<file path="config.mk">
export PLATFORM = sky130hd
export DESIGN_NAME = rom_load_decoder
export DESIGN_NICKNAME = d
export VERILOG_FILES = /design/src/sys1_rom_pkg.sv /design/src/rom_load_decoder.sv
export SDC_FILE = /design/constraint.sdc
export NUM_CORES = 1
export LEC_CHECK = 0
export BUFFER_PORTS_ARGS = -buffer_cell sky130_fd_sc_hd__buf_2
export CAP_MARGIN = 30
export CORE_ASPECT_RATIO = 1.2
export CORE_MARGIN = 4
export CORE_UTILIZATION = 38
export DETAILED_ROUTE_END_ITERATION = 12
export GPL_ROUTABILITY_DRIVEN = 0
export GPL_TIMING_DRIVEN = 1
export PLACE_DENSITY = 0.76
export SYNTH_ARGS = -nofsm -noshare
export SYNTH_HDL_FRONTEND = slang
export SYNTH_SLANG_ARGS = --single-unit
export TNS_END_PERCENT = 20
</file>
<file path="constraint.sdc">
create_clock -name clk_sys -period 1.6 [get_ports clk_sys]
set_clock_uncertainty 0.2 [all_clocks]
set_input_delay 0.08 -clock clk_sys [delete_from_list [all_inputs] [get_ports clk_sys]]
set_output_delay 0.08 -clock clk_sys [all_outputs]
set_load 0.03 [all_outputs]
</file>
<file path="src/sys1_rom_pkg.sv">
// ####################
// Shared widths, bases and payload types of the ROM store
// Bases are byte addresses of the download stream, regions must not overlap
// ####################

package sys1_rom_pkg;

	// ####################
	// Payload and address types
	// ####################

	// Main program ROM word
	typedef logic [15:0] rom_word_t;
	// Sound ROM, PROM and download byte
	typedef logic [7:0]  rom_byte_t;
	// Download byte address
	typedef logic [24:0] load_addr_t;
	// Slapstic chip type
	typedef logic [7:0]  slap_type_t;

	// Bank counts of the two selected read paths
	localparam int MAIN_BANKS  = 5;
	localparam int SOUND_BANKS = 3;

	// ####################
	// Region address widths
	// ####################

	// Word address of ROM1 and ROM2
	localparam int MAIN_WIDE_AW   = 15;
	// Word address of ROM0, ROM3 and SLAP
	localparam int MAIN_NARROW_AW = 14;
	localparam int SOUND_AW       = 14;
	localparam int VPROM_AW       = 13;
	localparam int CPROM_AW       = 9;

	// Byte-address span of the word regions, one bit above the word address
	localparam int MAIN_WIDE_BW   = MAIN_WIDE_AW + 1;
	localparam int MAIN_NARROW_BW = MAIN_NARROW_AW + 1;

	// ####################
	// Region bases
	// ####################

	// 64 KB main banks
	localparam load_addr_t ROM1_BASE    = 25'h0080000;
	localparam load_addr_t ROM2_BASE    = 25'h0090000;
	// 32 KB main banks, SLAP is the slapstic bank
	localparam load_addr_t ROM3_BASE    = 25'h00A0000;
	localparam load_addr_t SLAP_BASE    = 25'h00A8000;
	localparam load_addr_t ROM0_BASE    = 25'h00B0000;
	// 16 KB sound banks
	localparam load_addr_t SND0_BASE    = 25'h00B8000;
	localparam load_addr_t SND1_BASE    = 25'h00BC000;
	localparam load_addr_t SND2_BASE    = 25'h00C0000;
	// 8 KB video PROM and two 512 byte colour PROMs
	localparam load_addr_t VPROM_BASE   = 25'h00C4000;
	localparam load_addr_t CPROM_A_BASE = 25'h00C6000;
	localparam load_addr_t CPROM_B_BASE = 25'h00C6200;

	// Download record indices
	localparam rom_byte_t LOAD_INDEX_ROM  = 8'd0;
	localparam rom_byte_t LOAD_INDEX_SLAP = 8'd1;

	// Slapstic type out of reset
	localparam slap_type_t SLAP_TYPE_DEFAULT = 8'd105;

endpackage

</file>
<file path="src/rom_load_decoder.sv">
// ####################
// Download decoder, one region enable per accepted byte
// Main words need the even byte directly before its odd partner
// ####################
`timescale 1ns/1ps

module rom_load_decoder import sys1_rom_pkg::*; (
	input  logic       clk_sys,
	input  logic       rst_n,
	// Download stream
	input  logic       load_wr,
	input  logic       load_active,
	input  rom_byte_t  load_index,
	input  load_addr_t load_addr,
	input  rom_byte_t  load_data,
	// Region write enables, main order is ROM0, ROM1, ROM2, ROM3, SLAP
	output logic [MAIN_BANKS-1:0]  main_wr,
	output logic [SOUND_BANKS-1:0] snd_wr,
	output logic                   vprom_wr,
	output logic [1:0]             cprom_wr,
	// Assembled main word
	output rom_word_t  load_word,
	output slap_type_t slap_type
);

	// Qualified byte strobes
	logic rom_byte;
	logic slap_byte;
	// Odd byte closes a main word
	logic word_byte;
	// Last accepted ROM byte
	rom_byte_t acc_byte;

	// Address lies inside the region of 2**bw bytes at base
	function automatic logic in_region(
		input load_addr_t  addr,
		input load_addr_t  base,
		input int unsigned bw
	);
		in_region = ((addr ^ base) >> bw) == '0;
	endfunction

	// ####################
	// Byte qualification
	// ####################

	// ROM data only while the download level is up
	assign rom_byte  = load_wr && load_active && (load_index == LOAD_INDEX_ROM);
	// Slapstic record is taken regardless of the level
	assign slap_byte = load_wr && (load_index == LOAD_INDEX_SLAP);
	assign word_byte = rom_byte && load_addr[0];

	// ####################
	// Region decode
	// ####################

	// Main banks, written once per byte pair
	assign main_wr[0] = word_byte && in_region(load_addr, ROM0_BASE, MAIN_NARROW_BW);
	assign main_wr[1] = word_byte && in_region(load_addr, ROM1_BASE, MAIN_WIDE_BW);
	assign main_wr[2] = word_byte && in_region(load_addr, ROM2_BASE, MAIN_WIDE_BW);
	assign main_wr[3] = word_byte && in_region(load_addr, ROM3_BASE, MAIN_NARROW_BW);
	assign main_wr[4] = word_byte && in_region(load_addr, SLAP_BASE, MAIN_NARROW_BW);

	// Sound banks, every byte
	assign snd_wr[0] = rom_byte && in_region(load_addr, SND0_BASE, SOUND_AW);
	assign snd_wr[1] = rom_byte && in_region(load_addr, SND1_BASE, SOUND_AW);
	assign snd_wr[2] = rom_byte && in_region(load_addr, SND2_BASE, SOUND_AW);

	// PROMs
	assign vprom_wr    = rom_byte && in_region(load_addr, VPROM_BASE, VPROM_AW);
	assign cprom_wr[0] = rom_byte && in_region(load_addr, CPROM_A_BASE, CPROM_AW);
	assign cprom_wr[1] = rom_byte && in_region(load_addr, CPROM_B_BASE, CPROM_AW);

	// Even byte is the high half
	assign load_word = {acc_byte, load_data};

	// ####################
	// Byte history and slapstic type
	// ####################

	always_ff @(posedge clk_sys) begin
		if (!rst_n) begin
			acc_byte  <= '0;
			slap_type <= SLAP_TYPE_DEFAULT;
		end else begin
			if (rom_byte) begin
				acc_byte <= load_data;
			end
			if (slap_byte) begin
				slap_type <= load_data;
			end
		end
	end

	// Regions are disjoint, so no byte lands in two banks
	a_one_region : assert property (@(posedge clk_sys) disable iff (!rst_n)
		$onehot0({main_wr, snd_wr, vprom_wr, cprom_wr}))
		else $error("download byte hit more than one ROM region");

endmodule

</file>
==> summary.md <==
| Metric | Value |
|---|---|
| Result of the run | `complete, no violations` |
| Fraction of synthesized cell area in xor and xnor cells | `0%` |
| CTS Sinks | `16` |
| Final cell utilization of the core | `63.1%` |
| Area inside the core boundary | `2350 um^2` |
| Setup CP Type | `in -> out` |
| Initial standard-cell utilization of the core | `40.7%` |
| Worst Path Max Fanout | `8` |
| Maximum count of clock buffers along a single path | `2` |
| Diode insertion count for antenna repair | `0` |
| Maximum vdd drop | `0.534 mV` |
| Post-synthesis share of cell area spent on full adders, half adders and majority gates | `0%` |
| Critical Path Sink Type | `primary output` |
| Remaining global-route overflow | `0` |
| RSZ-0062 raised after global routing | `true` |
| Port buffer count | `71` |
| Final hold violations | `0` |
| # fillers | `208` |
| Number of global-route vias before repair | `1,028` |
| Net Count, Synth | `154` |
| Final max-slew violation count | `0` |
| Syn Std Cell Area | `957 um^2` |
| Mean post-synth cell area | `8.78 um^2` |
| Area Overhead vs Synth | `55.0%` |
| Row count | `19` |
| Post-synthesis cell type with the largest combined area | `sky130_fd_sc_hd__dfxtp_1` |
| Total Power Consumption | `766 uW` |
| Class of the most critical hold timing path | `in -> reg` |
| #FFs+latches synth | `16` |
| H-tree levels | `1` |
| Number of distinct library cells after synthesis | `23` |
| Dominant combinational cell family by area after synthesis | `simple AND/OR/NAND/NOR gates` |
| Relative slew slack | `72.0%` |
| Detailed placer's ending HPWL | `2.14 mm` |
| Post-CTS setup buffers | `0` |
| Actual transition at the worst max-transition pin | `0.419 ns` |
| Gate count of the mapped netlist | `109` |
| Most frequent standard cell in the layout excluding fill and tap cells | `sky130_fd_sc_hd__buf_2` |
| Die outline height | `63.0 um` |
| Post-synthesis compound-gate area fraction | `0%` |
| Remaining antenna violation count | `0` |
| Clk Tree Root Cell | `sky130_fd_sc_hd__clkbuf_4` |
| Largest net degree at the start of global routing | `29` |
| Number of design-rule violations left by the first detailed-router iteration | `20` |
| Highest achievable clock rate | `648 MHz` |
| Worst EP arrival | `1.26 ns` |
| Syn. warnings | `0` |
| Post-route clock period utilization | `96.4%` |
| TritonCTS clock tree | `done` |
| Initial DRT Pass Iterations | `4` |
| Portion of the post-synthesis area used by sequential elements | `33.5%` |
| Flop2flop setup slack | `0.79 ns` |
| Share of the synthesized area in the top cell type | `33.5%` |
| Detailed-route via count | `1,029` |
| Number of antenna violations at the first check in global routing | `0` |
| Leakage | `0.000703 uW` |
| Startpoint kind of the worst setup timing path | `primary input` |
| Width of the die | `53.8 um` |
| Top library cells by usage in the layout, fill and taps aside | `sky130_fd_sc_hd__buf_2 (66), sky130_fd_sc_hd__nand2_1 (22), sky130_fd_sc_hd__mux2i_1 (16), sky130_fd_sc_hd__dfxtp_1 (16), sky130_fd_sc_hd__nor2b_1 (11)` |
| Detail-routed net length per standard cell | `12.9 um` |
| Max-capacitance violation count | `0` |
| Multiplexer share of the synthesized area | `16.7%` |
| Clk slew on worst S/H paths | `0.09 ns` |
| Vias per Instance | `4.81` |
| Fin nets | `230` |
| Aggregate global-route resource usage | `16.2%` |
| Critical Path RT | `1.32 ns` |
| Fraction of layout cells with a size suffix above 1 | `48.6%` |
| Global-route wire length before repair | `4.28 mm` |
| PD cells | `516 nW/um^2` |
| Largest cells by area after synthesis | `sky130_fd_sc_hd__dfxtp_1 (33%), sky130_fd_sc_hd__mux2i_1 (17%), sky130_fd_sc_hd__nand2_1 (8.6%)` |
| Detailed-route wire length | `2.76 mm` |
| Simple logic cell fraction of the synthesized area | `39.2%` |
| Final setup TNS | `0 ns` |
| IO Count | `80` |
| Minimum clock period | `1.54 ns` |
| Die area | `3390 um^2` |
| Remaining design rule violation count | `0` |
| CTS Buf Count | `3` |
| Insertion delay of the later-clocked pin in the worst-skew pair | `0.28 ns` |
| Setup violators final | `0` |
==> repair_timing <==
item / CTS / global route
endpoints found under the setup margin: 1 / 10
endpoints found under the hold margin: 16 / 0
hold buffers: 9 / 0
pin swaps: 0 / 4
resized for setup: 0 / 12
==> cells by family after synthesis <==
| logic type | after synthesis |
|---|---|
| buffers and inverters | 16 |
| DFF | 16 |
| muxes | 16 |
| and+or+nand+nor | 61 |
==> registers in the layout, summed over array words and instances, names as in the netlist <==
name       cells
slap_type      8
acc_byte       8
==> cell type report <==
| class | instances | area [um^2] | share of cell area [%] |
|---|---|---|---|
| tap | 31 | 38.8 | 2.61 |
| clock buffer | 3 | 22.5 | 1.52 |
| timing repair buffer | 84 | 512 | 34.5 |
| sequential | 16 | 320 | 21.6 |
| multi-input combinational | 77 | 579 | 39.0 |
| inverter | 3 | 11.3 | 0.759 |
==> metal layers <==
metal	share of wire [%]	vias to the layer above	global-route usage [%]
met5	0	-	0
met4	0.29	0	4.79
met3	13	4	3.82
met2	51	61	29.4
met1	36	451	17.6
li1	-	513	-
==> path summary, 6_finish.rpt <==
path	start	to	cells past startpoint
max reg2reg	acc_byte[1]	acc_byte[1]	2
max	load_index[2]	snd_wr[2]	5
min	rst_n	acc_byte[6]	3
min reg2reg	acc_byte[6]	acc_byte[6]	2
==> report_power, final <==
part | leakage (uW) | internal (uW) | switching, uW | total [uW]
sequential | 0.000129 | 398 | 0.186 | 398
combinational | 0.000560 | 77.5 | 86.8 | 164
clock | 0.0000138 | 87.3 | 116 | 203
==> critical path, stage by stage <==
cell                      delay [ns]
sky130_fd_sc_hd__buf_6          0.09
sky130_fd_sc_hd__nor4b_4        0.38
sky130_fd_sc_hd__nand4_4        0.22
sky130_fd_sc_hd__nor4b_4        0.33
sky130_fd_sc_hd__buf_6          0.16
==> cell usage after synthesis <==
| cell | number |
|---|---|
| sky130_fd_sc_hd__or4b_2 | 1 |
| sky130_fd_sc_hd__nand4_1 | 2 |
| sky130_fd_sc_hd__nand3_2 | 1 |
| sky130_fd_sc_hd__nor4b_4 | 1 |
| sky130_fd_sc_hd__nor4_1 | 2 |
| sky130_fd_sc_hd__nand4_2 | 1 |
| sky130_fd_sc_hd__nand3b_1 | 1 |
| sky130_fd_sc_hd__nor2b_1 | 11 |
| sky130_fd_sc_hd__mux2i_1 | 16 |
| sky130_fd_sc_hd__nor3_1 | 8 |
| sky130_fd_sc_hd__nor4_4 | 1 |
| sky130_fd_sc_hd__nor3b_1 | 1 |
| sky130_fd_sc_hd__and3_2 | 1 |
| sky130_fd_sc_hd__and3_1 | 1 |
| sky130_fd_sc_hd__buf_4 | 9 |
| sky130_fd_sc_hd__nand3_1 | 3 |
| sky130_fd_sc_hd__inv_1 | 3 |
| sky130_fd_sc_hd__nand2_1 | 22 |
| sky130_fd_sc_hd__nor4b_2 | 2 |
| sky130_fd_sc_hd__buf_6 | 1 |
| sky130_fd_sc_hd__dfxtp_1 | 16 |
| sky130_fd_sc_hd__clkbuf_1 | 3 |
| sky130_fd_sc_hd__nor2_1 | 2 |
==> through the flow <==
stage          cell area (um^2)  hold slack [ns]  instances  worst slack [ns]
2_1_floorplan               970           0.0222        109           -0.0947
3_3_place_gp               1320            0.153        202            0.0340
3_5_place_dp               1320            0.161        202          -0.00139
4_1_cts                    1430           0.0356        214           -0.0143
5_1_grt                    1480           0.0505        214           -0.0287
6_report                   1480           0.0523        214            0.0573
Note: power is estimated with default switching activity, not from simulation.
